[src/hdl/br_pkg.sv]
package br_pkg;

    // Default BHT index width, 64 counters
    localparam int BHT_IDX_W_DEF = 6;

    // Branch types as decoded upstream
    typedef enum logic [3:0] {
        BR_NONE = 4'd0,                         // Not a branch
        BR_BEQ  = 4'd1,                         // rj == rk
        BR_BNE  = 4'd2,                         // rj != rk
        BR_BLT  = 4'd3,                         // Signed less than
        BR_BGE  = 4'd4,                         // Signed greater or equal
        BR_BLTU = 4'd5,                         // Unsigned less than
        BR_BGEU = 4'd6,                         // Unsigned greater or equal
        BR_B    = 4'd7,                         // Unconditional, pc relative
        BR_BL   = 4'd8,                         // Call, pc relative
        BR_JIRL = 4'd9                          // Register indirect jump
    } br_type_e;

    // One execute-stage lane
    typedef struct packed {
        logic [31:0] pc;                        // Branch PC
        logic [31:0] rdata1;                    // First register operand
        logic [31:0] rdata2;                    // Second register operand
        logic [31:0] imm;                       // Sign-extended offset
        br_type_e    br_type;                   // Decoded branch type
        logic        pred_taken;                // Fetch-time prediction
    } br_lane_t;

    // Evaluator output
    typedef struct packed {
        logic        taken;                     // Actual direction
        logic [31:0] target;                    // Taken target
    } br_result_t;

    // Fetch redirect on mispredict
    typedef struct packed {
        logic        valid;                     // Redirect needed this cycle
        logic        from_a;                    // Lane A mispredicted
        logic [31:0] pc;                        // Correct next PC
    } br_redirect_t;

    // BHT training request
    typedef struct packed {
        logic        valid;                     // Request present
        logic [31:0] pc;                        // Branch PC, indexes the table
        logic        taken;                     // Actual direction
    } bht_upd_t;

endpackage
[src/hdl/br_unit_top.sv]
`timescale 1ns/1ns

module br_unit_top #(
    parameter int BHT_IDX_W = br_pkg::BHT_IDX_W_DEF
) (
    input  logic                 clk,
    input  logic                 rst_n,
    input  br_pkg::br_lane_t     lane_a,        // Older EX lane
    input  br_pkg::br_lane_t     lane_b,        // Younger EX lane
    input  logic                 stall_dcache_buf,
    input  logic [31:0]          fetch_pc,      // Fetch lookup address
    output br_pkg::br_redirect_t redirect,      // Mispredict redirect
    output logic                 pred_taken     // Fetch prediction
);
    import br_pkg::*;

    br_result_t res_a;                          // Lane A actual outcome
    br_result_t res_b;                          // Lane B actual outcome
    bht_upd_t   upd_a;
    bht_upd_t   upd_b;
    bht_upd_t   bht_wr;                         // Arbitrated write

    branch_eval eval_a_i (
        .lane   (lane_a),
        .result (res_a)
    );

    branch_eval eval_b_i (
        .lane   (lane_b),
        .result (res_b)
    );

    fu_br fu_br_i (
        .clk              (clk),
        .rst_n            (rst_n),
        .lane_a           (lane_a),
        .lane_b           (lane_b),
        .res_a            (res_a),
        .res_b            (res_b),
        .stall_dcache_buf (stall_dcache_buf),
        .redirect         (redirect),
        .upd_a            (upd_a),
        .upd_b            (upd_b)
    );

    bht_update_arb arb_i (
        .clk   (clk),
        .rst_n (rst_n),
        .upd_a (upd_a),
        .upd_b (upd_b),
        .wr    (bht_wr)
    );

    bht #(
        .BHT_IDX_W (BHT_IDX_W)
    ) bht_i (
        .clk        (clk),
        .rst_n      (rst_n),
        .wr         (bht_wr),
        .fetch_pc   (fetch_pc),
        .pred_taken (pred_taken)
    );

endmodule

[src/hdl/bht.sv]
`timescale 1ns/1ns

module bht #(
    parameter int BHT_IDX_W = br_pkg::BHT_IDX_W_DEF
) (
    input  logic             clk,
    input  logic             rst_n,
    input  br_pkg::bht_upd_t wr,                // Training write
    input  logic [31:0]      fetch_pc,          // Prediction lookup
    output logic             pred_taken         // Counter MSB
);
    localparam int ENTRIES = 1 << BHT_IDX_W;

    logic [1:0]           cnt_q [ENTRIES];      // 2-bit saturating counters
    logic [BHT_IDX_W-1:0] wr_idx;
    logic [BHT_IDX_W-1:0] rd_idx;
    logic [1:0]           cnt_cur;              // Counter under write
    logic [1:0]           cnt_nxt;

    // Word-aligned PCs, drop the low two bits
    assign wr_idx = wr.pc[BHT_IDX_W+1:2];
    assign rd_idx = fetch_pc[BHT_IDX_W+1:2];

    assign cnt_cur = cnt_q[wr_idx];

    always_comb begin
        cnt_nxt = cnt_cur;
        if (wr.taken) begin
            if (cnt_cur != 2'b11) begin
                cnt_nxt = cnt_cur + 2'd1;       // Toward strongly taken
            end
        end else begin
            if (cnt_cur != 2'b00) begin
                cnt_nxt = cnt_cur - 2'd1;       // Toward strongly not taken
            end
        end
    end

    always_ff @(posedge clk or negedge rst_n) begin
        if (!rst_n) begin
            for (int i = 0; i < ENTRIES; i++) begin
                cnt_q[i] <= 2'b01;              // Weakly not taken
            end
        end else if (wr.valid) begin
            cnt_q[wr_idx] <= cnt_nxt;
        end
    end

    // Read port sees writes from the next cycle on
    assign pred_taken = cnt_q[rd_idx][1];

endmodule

[src/hdl/bht_update_arb.sv]
`timescale 1ns/1ns

module bht_update_arb (
    input  logic             clk,
    input  logic             rst_n,
    input  br_pkg::bht_upd_t upd_a,             // Older lane request
    input  br_pkg::bht_upd_t upd_b,             // Younger lane request
    output br_pkg::bht_upd_t wr                 // Single table write port
);
    import br_pkg::*;

    logic        pend_vld_q;                    // Slot occupied
    logic [31:0] pend_pc_q;                     // Slot payload
    logic        pend_taken_q;
    bht_upd_t    pend;                          // Slot as a request
    bht_upd_t    pend_d;                        // Next slot contents

    assign pend.valid = pend_vld_q;
    assign pend.pc    = pend_pc_q;
    assign pend.taken = pend_taken_q;

    // Order is pending, A, B; first wins the port, second takes the slot
    always_comb begin
        wr     = '0;
        pend_d = '0;
        if (pend_vld_q) begin
            wr = pend;
            if (upd_a.valid) begin
                pend_d = upd_a;                 // B dropped if also valid
            end else if (upd_b.valid) begin
                pend_d = upd_b;
            end
        end else if (upd_a.valid) begin
            wr = upd_a;
            if (upd_b.valid) begin
                pend_d = upd_b;
            end
        end else if (upd_b.valid) begin
            wr = upd_b;
        end
    end

    // Slot always drains when full, so it refills or clears each edge
    always_ff @(posedge clk or negedge rst_n) begin
        if (!rst_n) begin
            pend_vld_q <= 1'b0;
        end else begin
            pend_vld_q <= pend_d.valid;
        end
    end

    always_ff @(posedge clk) begin
        if (pend_d.valid) begin
            pend_pc_q    <= pend_d.pc;
            pend_taken_q <= pend_d.taken;
        end
    end

    // Pending entry must never be bypassed by a newer lane
    a_pend_first : assert property (
        @(posedge clk) disable iff (!rst_n)
        pend_d.valid |=> (wr == $past(pend_d))
    ) else $error("bht_update_arb: write port skipped pending entry");

endmodule

[src/hdl/fu_br.sv]
`timescale 1ns/1ns

module fu_br (
    input  logic                 clk,
    input  logic                 rst_n,
    input  br_pkg::br_lane_t     lane_a,        // Older lane
    input  br_pkg::br_lane_t     lane_b,        // Younger lane
    input  br_pkg::br_result_t   res_a,         // Lane A evaluation
    input  br_pkg::br_result_t   res_b,         // Lane B evaluation
    input  logic                 stall_dcache_buf,
    output br_pkg::br_redirect_t redirect,      // Fetch redirect
    output br_pkg::bht_upd_t     upd_a,         // Lane A training
    output br_pkg::bht_upd_t     upd_b          // Lane B training
);
    import br_pkg::*;

    logic        is_br_a;                       // Lane A holds a branch
    logic        is_br_b;                       // Lane B holds a branch
    logic        mis_a;                         // Lane A mispredicted
    logic        mis_b;                         // Lane B mispredicted
    logic [31:0] fix_pc_a;                      // Lane A correct next PC
    logic [31:0] fix_pc_b;                      // Lane B correct next PC

    assign is_br_a = (lane_a.br_type != BR_NONE);
    assign is_br_b = (lane_b.br_type != BR_NONE);

    // Prediction disagrees with actual direction
    assign mis_a = is_br_a & (lane_a.pred_taken ^ res_a.taken);
    assign mis_b = is_br_b & (lane_b.pred_taken ^ res_b.taken);

    // Taken goes to target, not taken falls through
    assign fix_pc_a = res_a.taken ? res_a.target : (lane_a.pc + 32'd4);
    assign fix_pc_b = res_b.taken ? res_b.target : (lane_b.pc + 32'd4);

    // Stalled cycles replay the same EX contents, fire only once
    assign redirect.valid  = (mis_a | mis_b) & ~stall_dcache_buf;
    assign redirect.from_a = mis_a;             // A has priority
    assign redirect.pc     = mis_a ? fix_pc_a : fix_pc_b;

    assign upd_a.valid = is_br_a & ~stall_dcache_buf;
    assign upd_a.pc    = lane_a.pc;
    assign upd_a.taken = res_a.taken;

    // B is on the wrong path after an A mispredict
    assign upd_b.valid = is_br_b & ~stall_dcache_buf & ~mis_a;
    assign upd_b.pc    = lane_b.pc;
    assign upd_b.taken = res_b.taken;

    // A redirect needs a real branch in some lane
    a_redirect_has_branch : assert property (
        @(posedge clk) disable iff (!rst_n)
        redirect.valid |-> (lane_a.br_type != BR_NONE) || (lane_b.br_type != BR_NONE)
    ) else $error("fu_br: redirect without a branch in either lane");

endmodule

[src/hdl/branch_eval.sv]
`timescale 1ns/1ns

module branch_eval (
    input  br_pkg::br_lane_t   lane,            // Lane to evaluate
    output br_pkg::br_result_t result           // Actual direction and target
);
    import br_pkg::*;

    logic        eq;                            // Operands equal
    logic        lt_s;                          // Signed less than
    logic        lt_u;                          // Unsigned less than
    logic [31:0] base;                          // Target base address

    assign eq   = (lane.rdata1 == lane.rdata2);
    assign lt_s = ($signed(lane.rdata1) < $signed(lane.rdata2));
    assign lt_u = (lane.rdata1 < lane.rdata2);

    // JIRL jumps off rj, everything else is pc relative
    assign base = (lane.br_type == BR_JIRL) ? lane.rdata1 : lane.pc;

    assign result.target = base + lane.imm;

    always_comb begin
        case (lane.br_type)
            BR_BEQ: begin
                result.taken = eq;
            end
            BR_BNE: begin
                result.taken = ~eq;
            end
            BR_BLT: begin
                result.taken = lt_s;
            end
            BR_BGE: begin
                result.taken = ~lt_s;
            end
            BR_BLTU: begin
                result.taken = lt_u;
            end
            BR_BGEU: begin
                result.taken = ~lt_u;
            end
            BR_B, BR_BL, BR_JIRL: begin
                result.taken = 1'b1;            // Unconditional
            end
            default: begin
                result.taken = 1'b0;            // BR_NONE and unused codes
            end
        endcase
    end

endmodule

[config.mk]
export PLATFORM = sky130hd
export DESIGN_NAME = br_unit_top
export DESIGN_NICKNAME = d
export VERILOG_FILES = /design/src/hdl/br_pkg.sv /design/src/hdl/br_unit_top.sv /design/src/hdl/bht.sv /design/src/hdl/bht_update_arb.sv /design/src/hdl/fu_br.sv /design/src/hdl/branch_eval.sv
export SDC_FILE = /design/constraint.sdc
export NUM_CORES = 1
export LEC_CHECK = 0
export BUFFER_PORTS_ARGS = -buffer_cell sky130_fd_sc_hd__buf_2
export CAP_MARGIN = 20
export CORE_AREA = 2 2 178 180
export CTS_BUF_LIST = sky130_fd_sc_hd__clkbuf_4 sky130_fd_sc_hd__clkbuf_8
export CTS_CLUSTER_SIZE = 12
export DETAILED_ROUTE_END_ITERATION = 6
export DIE_AREA = 0 0 180 182
export PLACE_DENSITY = 0.74
export SYNTH_ARGS = -nofsm -noshare
export SYNTH_HDL_FRONTEND = slang
export SYNTH_SLANG_ARGS = --single-unit
[constraint.sdc]
create_clock -name clk -period 12.3 [get_ports clk]
set_input_delay 0 -clock clk [delete_from_list [all_inputs] [get_ports clk]]
set_output_delay 0 -clock clk [all_outputs]
set_load 0.03 [all_outputs]
# [Yosys cells after proc, flatten, opt, wreduce, memory -nomap -nowiden]
# Index checks and enable logic that the tools add are counted.
[word_totals] reg_bits=162 output_inout_bits=35 inputBits=301 word_cells=150
[classes] bitwise_logic=19 n_lt_le_gt_ge=7 n_reduce_logical=6 muxes=24 n_eq_ne=21 addsub=6
[ops] op="$mux W34" n=5
[ops] op="$mux W32" n=5
[ops] op="$bwmux W128" n=1
[ops] op="$lt A32 B32 Y1" n=4
[ops] op="$add A32 B3 Y32 const B" n=2
[ops] op="$add A32 B32 Y32" n=2
[ops] op="$eq A32 B32 Y1" n=2
[ops] op="$eq A4 B3 Y1 const B" n=8
[ops] op="$bmux W2 S6" n=2
[ops] op="$eq A4 B2 Y1 const B" n=4
[ops] op="$eq A4 B4 Y1 const B" n=4
[ops] op="$mux W2" n=8
[ops] op="$ge A7 B7 Y1 const B" n=2
[ops] op="$not A6 Y7" n=2
[ops] op="$pmux W1 S7" n=2
[ops] op="$demux W2 S6" n=1
[ops] op="$eq A4 B1 Y1 const B" n=2
[ops] op="$not A1 Y1" n=8
[ops] op="$reduce_bool A4 Y1" n=2
[ops] op="$lt A7 B1 Y1 const B" n=1
[ops] op="$and A1 B1 Y1" n=6
[ops] op="$reduce_or A3 Y1" n=2
[ops] op="$add A2 B1 Y2 const B" n=1
[ops] op="$ne A2 B2 Y1 const B" n=1
[ops] op="other kinds (5)" n=6

# [Longest topological paths before layout]
# Gate-level depths: netlist of run 1.
[logic_depth] word_depth=18 depth_mapped=17 mapped_depth_nobuf=15

# [Modules after synthesis]
# A second synthesis of run 1 with hierarchy kept.
[unflattened] hier_cells=2209 area_unflattened_um2=18356.4
[by_module_without_submodules] mod="bht" area_per_inst_um2=6966.7 seq_area_each_um2=3283.1 instances=1 cells_per_inst=657
[by_module_without_submodules] mod="branch_eval" area_per_inst_um2=3113.0 seq_area_each_um2=0.0 instances=2 cells_per_inst=441
[by_module_without_submodules] mod="fu_br" area_per_inst_um2=2770.2 seq_area_each_um2=0.0 instances=1 cells_per_inst=435
[by_module_without_submodules] mod="bht_update_arb" area_per_inst_um2=2393.5 seq_area_each_um2=1016.0 instances=1 cells_per_inst=235

# [Worst setup path after synthesis of run 1]
# No wires, ideal clock.
[synth_timing] path_type="input to output" from="in lane_a[2] in the netlist's numbering" to="out redirect[24] in the netlist's numbering" slack_ns=7.432 path_buffers=2 t_arrival_ns=4.868 stages=16 required_time_ns=12.300 cell_sequence="clkbuf_1 nor3_1 clkbuf_1 mux2_2 ha_1 fa_1 a211oi_1 nor3_1 o31ai_1 nand2b_1 a41oi_1 o311ai_0 a31oi_1 a41o_1 a41oi_1 o21ai_0"
[synth_lines] item="from (decl)" line="br_unit_top.sv:8" text="input br_pkg::br_lane_t lane_a,"
[synth_lines] item="to (decl)" line="br_unit_top.sv:12" text="output br_pkg::br_redirect_t redirect,"

==> results of run 1 <==
-- final timing paths --
kind	startpoint	end	cells past startpoint
worst max-delay path	lane_a[1]	redirect[24]	18
worst min-delay path	lane_b[108]	arb_i.pend_pc_q[7]$_DFFE_PP_	2
worst max register to register	arb_i.pend_vld_q$_DFF_PN0_	bht_i.cnt_q[111]$_DFFE_PN0P_	10
worst min register to register	bht_i.cnt_q[43]$_DFFE_PN0P_	bht_i.cnt_q[43]$_DFFE_PN0P_	2
max in group asynchronous	rst_n	bht_i.cnt_q[47]$_DFFE_PN0P_	3
min in group asynchronous	rst_n	bht_i.cnt_q[117]$_DFFE_PN0P_	2
-- registers in the layout, indices dropped and copies added, names as in the netlist --
name	cells
arb_i.pend_taken_q	1
arb_i.pend_vld_q	1
arb_i.pend_pc_q	6
bht_i.cnt_q	128
-- synthesized netlist by cell type, types with 7 or more instances --
| library cell | n |
|---|---|
| sky130_fd_sc_hd__a211o_1 | 7 |
| sky130_fd_sc_hd__a211oi_1 | 22 |
| sky130_fd_sc_hd__a21o_1 | 36 |
| sky130_fd_sc_hd__a21oi_1 | 145 |
| sky130_fd_sc_hd__a22oi_1 | 10 |
| sky130_fd_sc_hd__a31oi_1 | 19 |
| sky130_fd_sc_hd__and3_1 | 20 |
| sky130_fd_sc_hd__buf_2 | 21 |
| sky130_fd_sc_hd__buf_6 | 9 |
| sky130_fd_sc_hd__clkbuf_1 | 46 |
| sky130_fd_sc_hd__dfrtp_1 | 65 |
| sky130_fd_sc_hd__dfstp_2 | 64 |
| sky130_fd_sc_hd__edfxtp_1 | 7 |
| sky130_fd_sc_hd__ha_1 | 128 |
| sky130_fd_sc_hd__inv_1 | 96 |
| sky130_fd_sc_hd__mux2_2 | 130 |
| sky130_fd_sc_hd__mux2i_1 | 30 |
| sky130_fd_sc_hd__mux4_2 | 23 |
| sky130_fd_sc_hd__nand2_1 | 203 |
| sky130_fd_sc_hd__nand2b_1 | 22 |
| sky130_fd_sc_hd__nand3_1 | 70 |
| sky130_fd_sc_hd__nand3b_1 | 7 |
| sky130_fd_sc_hd__nand4_1 | 25 |
| sky130_fd_sc_hd__nor2_1 | 176 |
| sky130_fd_sc_hd__nor2b_1 | 7 |
| sky130_fd_sc_hd__nor3_1 | 34 |
| sky130_fd_sc_hd__nor4_1 | 9 |
| sky130_fd_sc_hd__o211ai_1 | 21 |
| sky130_fd_sc_hd__o21a_1 | 18 |
| sky130_fd_sc_hd__o21ai_0 | 90 |
| sky130_fd_sc_hd__o21ai_1 | 22 |
| sky130_fd_sc_hd__o21bai_1 | 7 |
| sky130_fd_sc_hd__o22ai_1 | 10 |
| sky130_fd_sc_hd__o2bb2ai_1 | 9 |
| sky130_fd_sc_hd__o31ai_1 | 10 |
| sky130_fd_sc_hd__or3_1 | 9 |
| sky130_fd_sc_hd__xnor2_1 | 55 |
| sky130_fd_sc_hd__xor2_1 | 42 |
-- cell type report --
| class | instances | area [um^2] |
|---|---|---|
| Multi-Input combinational cell | 1518 | 10900 |
| Timing Repair Buffer | 329 | 1720 |
| Inverter | 97 | 364 |
| Fill cell | 2808 | 13500 |
| Clock buffer | 19 | 262 |
| Tap cell | 402 | 503 |
| Antenna cell | 10 | 25.0 |
| Sequential cell | 136 | 3520 |
| Clock inverter | 13 | 200 |
-- metal layers --
| metal | vias up | global-route usage | routed length [um] |
|---|---|---|---|
| met3 | 167 | 0.0618 | 3770 |
| met5 | - | 0 | 100 |
| li1 | 7286 | - | - |
| met2 | 694 | 0.521 | 24200 |
| met1 | 7151 | 0.349 | 19600 |
| met4 | 14 | 0.173 | 3210 |
-- through the flow --
stage / util / cells / hold slack [ns] / setup WS, ns / power, W
after floorplan: - / 1836 / -0.296 / 7.43 / 0.00176
after global placement: 0.547 / 2476 / 0.166 / 7.61 / 0.00209
after detailed placement: 0.547 / 2476 / 0.166 / 7.58 / 0.00212
after CTS: 0.563 / 2512 / 0.00320 / 7.58 / 0.00256
after global routing: 0.565 / 2520 / 0.0173 / 7.24 / 0.00274
final: 0.565 / 2524 / 0.0275 / 7.56 / 0.00259
-- cells by family (layout without fill, tap and decap cells) --
group,count (synthesis),in the layout
AOI/OAI and AO/OA,489,489
xor gates and xnor gates,97,97
adders and majority gates,132,132
buffers and inverters,182,458
DFF,136,136
muxes,185,185
other,0,10
and+or+nand+nor,615,615
-- worst max-delay path, cell delays in order --
cell and delay [ns]:
sky130_fd_sc_hd__buf_2 0.18, sky130_fd_sc_hd__nand2_1 0.09, sky130_fd_sc_hd__nor3_2 0.11, sky130_fd_sc_hd__buf_4 0.43, sky130_fd_sc_hd__mux2_2 0.39, sky130_fd_sc_hd__ha_1 0.24
sky130_fd_sc_hd__fa_1 0.46, sky130_fd_sc_hd__a211oi_1 0.38, sky130_fd_sc_hd__nor3_1 0.11, sky130_fd_sc_hd__o31ai_1 0.23, sky130_fd_sc_hd__nand2b_1 0.19, sky130_fd_sc_hd__a41oi_1 0.49
sky130_fd_sc_hd__o311ai_0 0.42, sky130_fd_sc_hd__a31oi_1 0.28, sky130_fd_sc_hd__a41o_1 0.13, sky130_fd_sc_hd__a41oi_1 0.12, sky130_fd_sc_hd__o21ai_0 0.21, sky130_fd_sc_hd__buf_2 0.25
-- layout by cell type, fill, tap and decap left out, types with 65 or more instances in the layout --
master and instances:
sky130_fd_sc_hd__a21oi_1 144, sky130_fd_sc_hd__buf_2 308, sky130_fd_sc_hd__dfrtp_1 65, sky130_fd_sc_hd__ha_1 128, sky130_fd_sc_hd__inv_1 96, sky130_fd_sc_hd__mux2_2 130, sky130_fd_sc_hd__nand2_1 202, sky130_fd_sc_hd__nand3_1 70
sky130_fd_sc_hd__nor2_1 176, sky130_fd_sc_hd__o21ai_0 90
-- what timing repair did --
action	CTS	global route
hold buffers	4	0
hold endpoints to repair	36	0
setup endpoints to repair	0	0
-- power by group through the flow --
stage	combinational (W)	clock (W)	sequential, W
6_report	0.00134	0.000427	0.000815
5_1_grt	0.00145	0.000450	0.000839
3_3_place_gp	0.00128	0	0.000809
3_5_place_dp	0.00130	0	0.000820
2_1_floorplan	0.000986	0	0.000773
4_1_cts	0.00131	0.000433	0.000813
==> impl_results.rst, run 1 <==
.. list-table::
   :header-rows: 1

   * - Metric
     - Value
   * - Overflow after GRT
     - 0
   * - Simple-gate share of the synthesized area
     - 0.191
   * - Summed negative setup slack over all endpoints
     - 0 ns
   * - Static power due to leakage
     - 7.84 nW
   * - Area enclosed by the die boundary
     - 32,800 um^2
   * - Unique masters post-synth
     - 90
   * - Post-synthesis cell count
     - 1,836
   * - Proportion of netlist area held by the largest area contributor
     - 0.111
   * - Setup repair after global routing missed its margin
     - no
   * - Crit Path Class
     - primary input to output pin
   * - Leading post-synthesis cells by cell area
     - sky130_fd_sc_hd__dfstp_2 (11%), sky130_fd_sc_hd__dfrtp_1 (11%), sky130_fd_sc_hd__ha_1 (11%)
   * - Worst vdd rail ir drop
     - approximately 140 uV
   * - Die Span Y
     - 182 um
   * - Final worst clock skew
     - 0.0103 ns
   * - Register share of total power
     - 0.315
   * - Number of global-route vias before repair
     - 15.1k
   * - Antenna violations before repair
     - 18
   * - Final setup violation count
     - 0
   * - Arrival time of data at the critical path endpoint
     - 4.74 ns
   * - HPWL Detailed
     - 39.6 mm
   * - Cell type contributing the most total cell area after synthesis
     - sky130_fd_sc_hd__dfstp_2
   * - Synthesis-to-layout area growth
     - 15.4%
   * - Actual slew at the worst max-slew pin
     - 0.980 ns
   * - Clk slew on worst S/H paths
     - 0.08 ns
   * - Predominant post-synthesis flop cell
     - sky130_fd_sc_hd__dfrtp_1
   * - Largest net degree at the start of global routing
     - 72
   * - Final max-slew violation count
     - 0
   * - Fraction of synthesized cell area in xor and xnor cells
     - 0.0560
   * - Netlist Area Pre-Place
     - 15,200 um^2
   * - Final cell area excluding filler cells
     - about 18,000 um^2
   * - Number of buffers added by the clock tree synthesis step
     - 17
   * - Part of the Yosys area used for sequential elements
     - 0.232
   * - Weighted congestion reported at the end of routability-driven placement
     - roughly 0.96
   * - CP endpoint kind
     - output pin
   * - Nets@finish
     - around 2.5k
   * - Post-synthesis adder-cell area fraction
     - 0.110
   * - Total routing resource utilization after global routing
     - 0.302
   * - Main combinational cell family by area after synthesis
     - compound AO/OA/AOI/OAI gates
   * - Starting density of the core
     - 0.490
   * - Post-cts gate resize count
     - 0
   * - Clock power share
     - 0.165
   * - Net load switching power
     - roughly 0.0011 W
   * - Max FO, Critical Path
     - 37
   * - Max Clock Freq
     - 0.211 GHz
   * - Fraction of synthesis flops using an asynchronous set or reset pin
     - 0.949
   * - Wire length of the first global-routing pass
     - 79.1 mm
   * - Deepest clock path buffer count
     - 2
   * - Ports placed on the boundary
     - 336
   * - Number of synthesized flops with an enable pin
     - 7
   * - Count of maximum capacitance violations
     - 0
   * - Dpl cell area
     - 17,000 um^2
   * - TritonCTS clock tree
     - yes
   * - Portion of total power attributed to combinational logic
     - 0.519
   * - Internal power
     - approximately 0.0015 W
   * - Portion of netlist area occupied by mux cells
     - 0.152
   * - Kind of start point of the critical path
     - primary input
   * - Outcome
     - finished, final reports clean
   * - Detailed Route Iter0 Violations
     - 1,080
   * - Number of storage elements in the synthesis netlist
     - 136
   * - Per-cell via count in the routed design
     - 6.07
   * - Fraction of layout instances using a drive strength above 1
     - 0.288
   * - Final count of hold timing violations
     - 0
   * - Syn avg cell area
     - 8.26 um^2
   * - Complex-gate fraction of the synthesized area
     - 0.207
   * - Later-pin clock latency in the skew report
     - between 0.4 and 0.5 ns
   * - Post-CTS setup buffer count
     - 0
   * - Data required time at the worst endpoint
     - around 12 ns
   * - Post-route clock period utilization
     - 0.386
   * - Wire length per cell after detailed routing
     - 20.2 um
   * - # DRC
     - 0
   * - Residual antenna-violating net count after detailed routing
     - 0
   * - 1st-pass router iterations
     - 7
   * - Total wirelength of the detailed-routed design
     - 50.9 mm
   * - Fraction of power spent switching nets
     - 0.433
   * - CTS HTree Levels
     - 4
   * - Root buffer cell
     - sky130_fd_sc_hd__clkbuf_8
   * - Hold crit path type
     - primary input to register
   * - Die W
     - about 180 um
   * - Routed vias
     - between 15k and 20k
   * - Number of rows in the core area
     - 65
   * - Synthesized Nets
     - 2,267
   * - Setup slack on the worst flop-to-flop path
     - 7.65 ns
   * - Cell area power density
     - 148 nW/um^2
   * - Final period demand of the worst path
     - 4.74 ns
   * - Total of buffers placed on input and output ports
     - 309
   * - Max transition margin
     - 0.339
   * - Number of synthesis warnings
     - 0
   * - TritonCTS sink count
     - between 100 and 150
   * - Area inside the core boundary
     - 31,000 um^2
No activity file was read; power rests on OpenSTA's default activity.
==> run 2: changes to the inputs <==
clock period = 4.55 ns   (was 12.3 ns; I/O delays follow)
==> impl_results.rst, run 2 (same netlist as run 1, synthesis figures left out) <==
.. list-table::
   :header-rows: 1

   * - Metric
     - Value
   * - Die Span Y
     - 182 um
   * - Fin util
     - 0.576
   * - Die W
     - between 150 and 200 um
   * - Cell area power density
     - 404 nW/um^2
   * - TritonCTS sink count
     - 136
   * - Portion of total power attributed to combinational logic
     - 0.528
   * - Number of global-route vias before repair
     - 15.4k
   * - Count of maximum capacitance violations
     - 0
   * - CP endpoint kind
     - output pin
   * - Post-route clock period utilization
     - 0.931
   * - Later-pin clock latency in the skew report
     - 0.46 ns
   * - Max transition margin
     - 0.364
   * - Filler Cells Inserted
     - 2,876
   * - Synthesis-to-layout area growth
     - 17.6%
   * - Routed vias
     - 15.4k
   * - Deepest clock path buffer count
     - 2
   * - Total routing resource utilization after global routing
     - 0.310
   * - Wire length of the first global-routing pass
     - 81.2 mm
   * - Ports placed on the boundary
     - 336
   * - Final period demand of the worst path
     - 4.23 ns
   * - HPWL Detailed
     - roughly 42 mm
   * - Top flop regs
     - bht_i.cnt_q x128, arb_i.pend_pc_q x6
   * - Final setup violation count
     - 0
   * - Final worst clock skew
     - 0.0132 ns
   * - Final max-slew violation count
     - 0
   * - Total wirelength of the detailed-routed design
     - 51.5 mm
   * - Largest net degree at the start of global routing
     - 77
   * - Detailed Route Iter0 Violations
     - ~1.1k
   * - Residual antenna-violating net count after detailed routing
     - 0
   * - Weighted congestion reported at the end of routability-driven placement
     - between 0.9 and 1
   * - Crit Path Class
     - primary input to output pin
   * - CTS HTree Levels
     - 4
   * - TritonCTS clock tree
     - yes
   * - Root buffer cell
     - sky130_fd_sc_hd__clkbuf_8
   * - Overflow after GRT
     - 0
   * - Nets@finish
     - 2,556
   * - Actual slew at the worst max-slew pin
     - 0.955 ns
   * - Final count of hold timing violations
     - 0
   * - Internal power
     - approximately 0.0041 W
   * - 1st-pass router iterations
     - 5
   * - Met1 GRT Util
     - 0.355
   * - Outcome
     - finished, final reports clean
   * - Area used by multi-input combinational logic
     - between 10,000 and 15,000 um^2
   * - # DRC
     - 0
   * - Hold crit path type
     - primary input to register
   * - Most flop-heavy register
     - bht_i.cnt_q
   * - Flip-flop count of the largest register, all copies and words added
     - 128
   * - Worst vdd rail ir drop
     - 297 uV
   * - Register Area
     - 3520 um^2
   * - Net load switching power
     - ~0.0031 W
   * - Static power due to leakage
     - ~8.0 nW
   * - Arrival time of data at the critical path endpoint
     - 4.23 ns
   * - Number of buffers added by the clock tree synthesis step
     - 17
   * - Starting density of the core
     - 0.490
   * - Met3 Resource Use GR
     - 0.0618
   * - Most crowded layer after global routing
     - met2
   * - Area inside the core boundary
     - 31,000 um^2
   * - Kind of start point of the critical path
     - primary input
   * - Per-cell via count in the routed design
     - 6.03
   * - Max Clock Freq
     - 0.236 GHz
   * - Register share of total power
     - 0.307
   * - Setup repair after global routing missed its margin
     - no
   * - Fraction of power spent switching nets
     - 0.427
   * - Wire length per cell after detailed routing
     - 20.2 um
   * - Max FO, Critical Path
     - 21
   * - Fraction of layout instances using a drive strength above 1
     - 0.298
   * - Antenna violations before repair
     - 15
   * - Area enclosed by the die boundary
     - 32,800 um^2
   * - Summed negative setup slack over all endpoints
     - 0 ns
   * - Clock power share
     - 0.165
   * - Met2 Resource Use GR
     - 0.540
   * - Data required time at the worst endpoint
     - 4.55 ns
   * - Clk slew on worst S/H paths
     - 0.08 ns
   * - Leading cell type in the layout, fill and taps excluded
     - sky130_fd_sc_hd__buf_2
   * - Total of buffers placed on input and output ports
     - approximately 310
   * - Number of rows in the core area
     - 65
   * - Leading cell types in the layout, fill and taps excluded
     - sky130_fd_sc_hd__buf_2 (308), sky130_fd_sc_hd__nand2_1 (202), sky130_fd_sc_hd__nor2_1 (176)
[run 2: repair_timing]
action,CTS,global route
setup endpoints to repair,0,6
hold buffers,5,0
gates resized for setup,0,8
buffers inserted,0,0
hold endpoints to repair,46,0
[run 2: per-layer routing]
layer	vias up	wire length (um)
met5	-	21
met4	4	3050
met3	162	3820
met2	648	25200
met1	7246	19400
li1	7327	-
[run 2: per-stage QoR]
stage               cells  total power (W)  hold slack [ns]  area [um^2]  setup slack [ns]
finish               2552          0.00721           0.0171        17800             0.316
global route         2547          0.00766          0.00930        17800            0.0496
CTS                  2540          0.00719          0.00203        17800             0.210
detailed placement   2503          0.00599            0.194        17300             0.224
global placement     2503          0.00587            0.183        17300             0.229
floorplan            1836          0.00476           -0.296        15200            0.0618
[run 2: critical path, cell delays in order]
cell                       delay, ns
sky130_fd_sc_hd__buf_2          0.16
sky130_fd_sc_hd__nand2_1        0.08
sky130_fd_sc_hd__nor3_2         0.22
sky130_fd_sc_hd__buf_12         0.18
sky130_fd_sc_hd__buf_4          0.30
sky130_fd_sc_hd__mux2_2         0.37
sky130_fd_sc_hd__ha_1           0.38
sky130_fd_sc_hd__nand2_1        0.15
sky130_fd_sc_hd__nor2_1         0.12
sky130_fd_sc_hd__o211ai_1       0.14
sky130_fd_sc_hd__a31oi_1        0.31
sky130_fd_sc_hd__a41o_1         0.31
sky130_fd_sc_hd__o221ai_1       0.20
sky130_fd_sc_hd__a31oi_1        0.36
sky130_fd_sc_hd__or4_1          0.18
sky130_fd_sc_hd__nand4_1        0.10
sky130_fd_sc_hd__a31oi_1        0.39
sky130_fd_sc_hd__buf_2          0.28
[run 2: path summary, 6_finish.rpt]
check | cells after the start | slack, ns | end | from
setup / recovery | 18 | 0.32 | redirect[29] | lane_b[1]
hold / removal | 2 | 0.02 | arb_i.pend_pc_q[6]$_DFFE_PP_ | lane_b[107]
setup reg to reg | 11 | 0.82 | bht_i.cnt_q[34]$_DFFE_PN1P_ | arb_i.pend_vld_q$_DFF_PN0_
hold reg to reg | 2 | 0.52 | bht_i.cnt_q[75]$_DFFE_PN0P_ | bht_i.cnt_q[75]$_DFFE_PN0P_
max in group asynchronous | 3 | 3.13 | bht_i.cnt_q[91]$_DFFE_PN0P_ | rst_n
min in group asynchronous | 2 | 0.20 | bht_i.cnt_q[59]$_DFFE_PN0P_ | rst_n
[run 2: power groups by stage]
stage                     Clock (W)  Combinational [W]  Sequential [W]
after global placement            0            0.00367         0.00220
after CTS                   0.00120            0.00378         0.00221
after detailed placement          0            0.00376         0.00223
after floorplan                   0            0.00267         0.00209
final                       0.00119            0.00381         0.00221
after global routing        0.00126            0.00413         0.00227
[run 2: layout make-up]
| type | count | share of cell area |
|---|---|---|
| Clock inverter | 11 | 0.0109 |
| Tap cell | 402 | 0.0282 |
| Clock buffer | 21 | 0.0158 |
| Multi-Input combinational cell | 1518 | 0.613 |
| Sequential cell | 136 | 0.197 |
| Inverter | 97 | 0.0204 |
| Antenna cell | 12 | 0.00168 |
| Timing Repair Buffer | 355 | 0.113 |
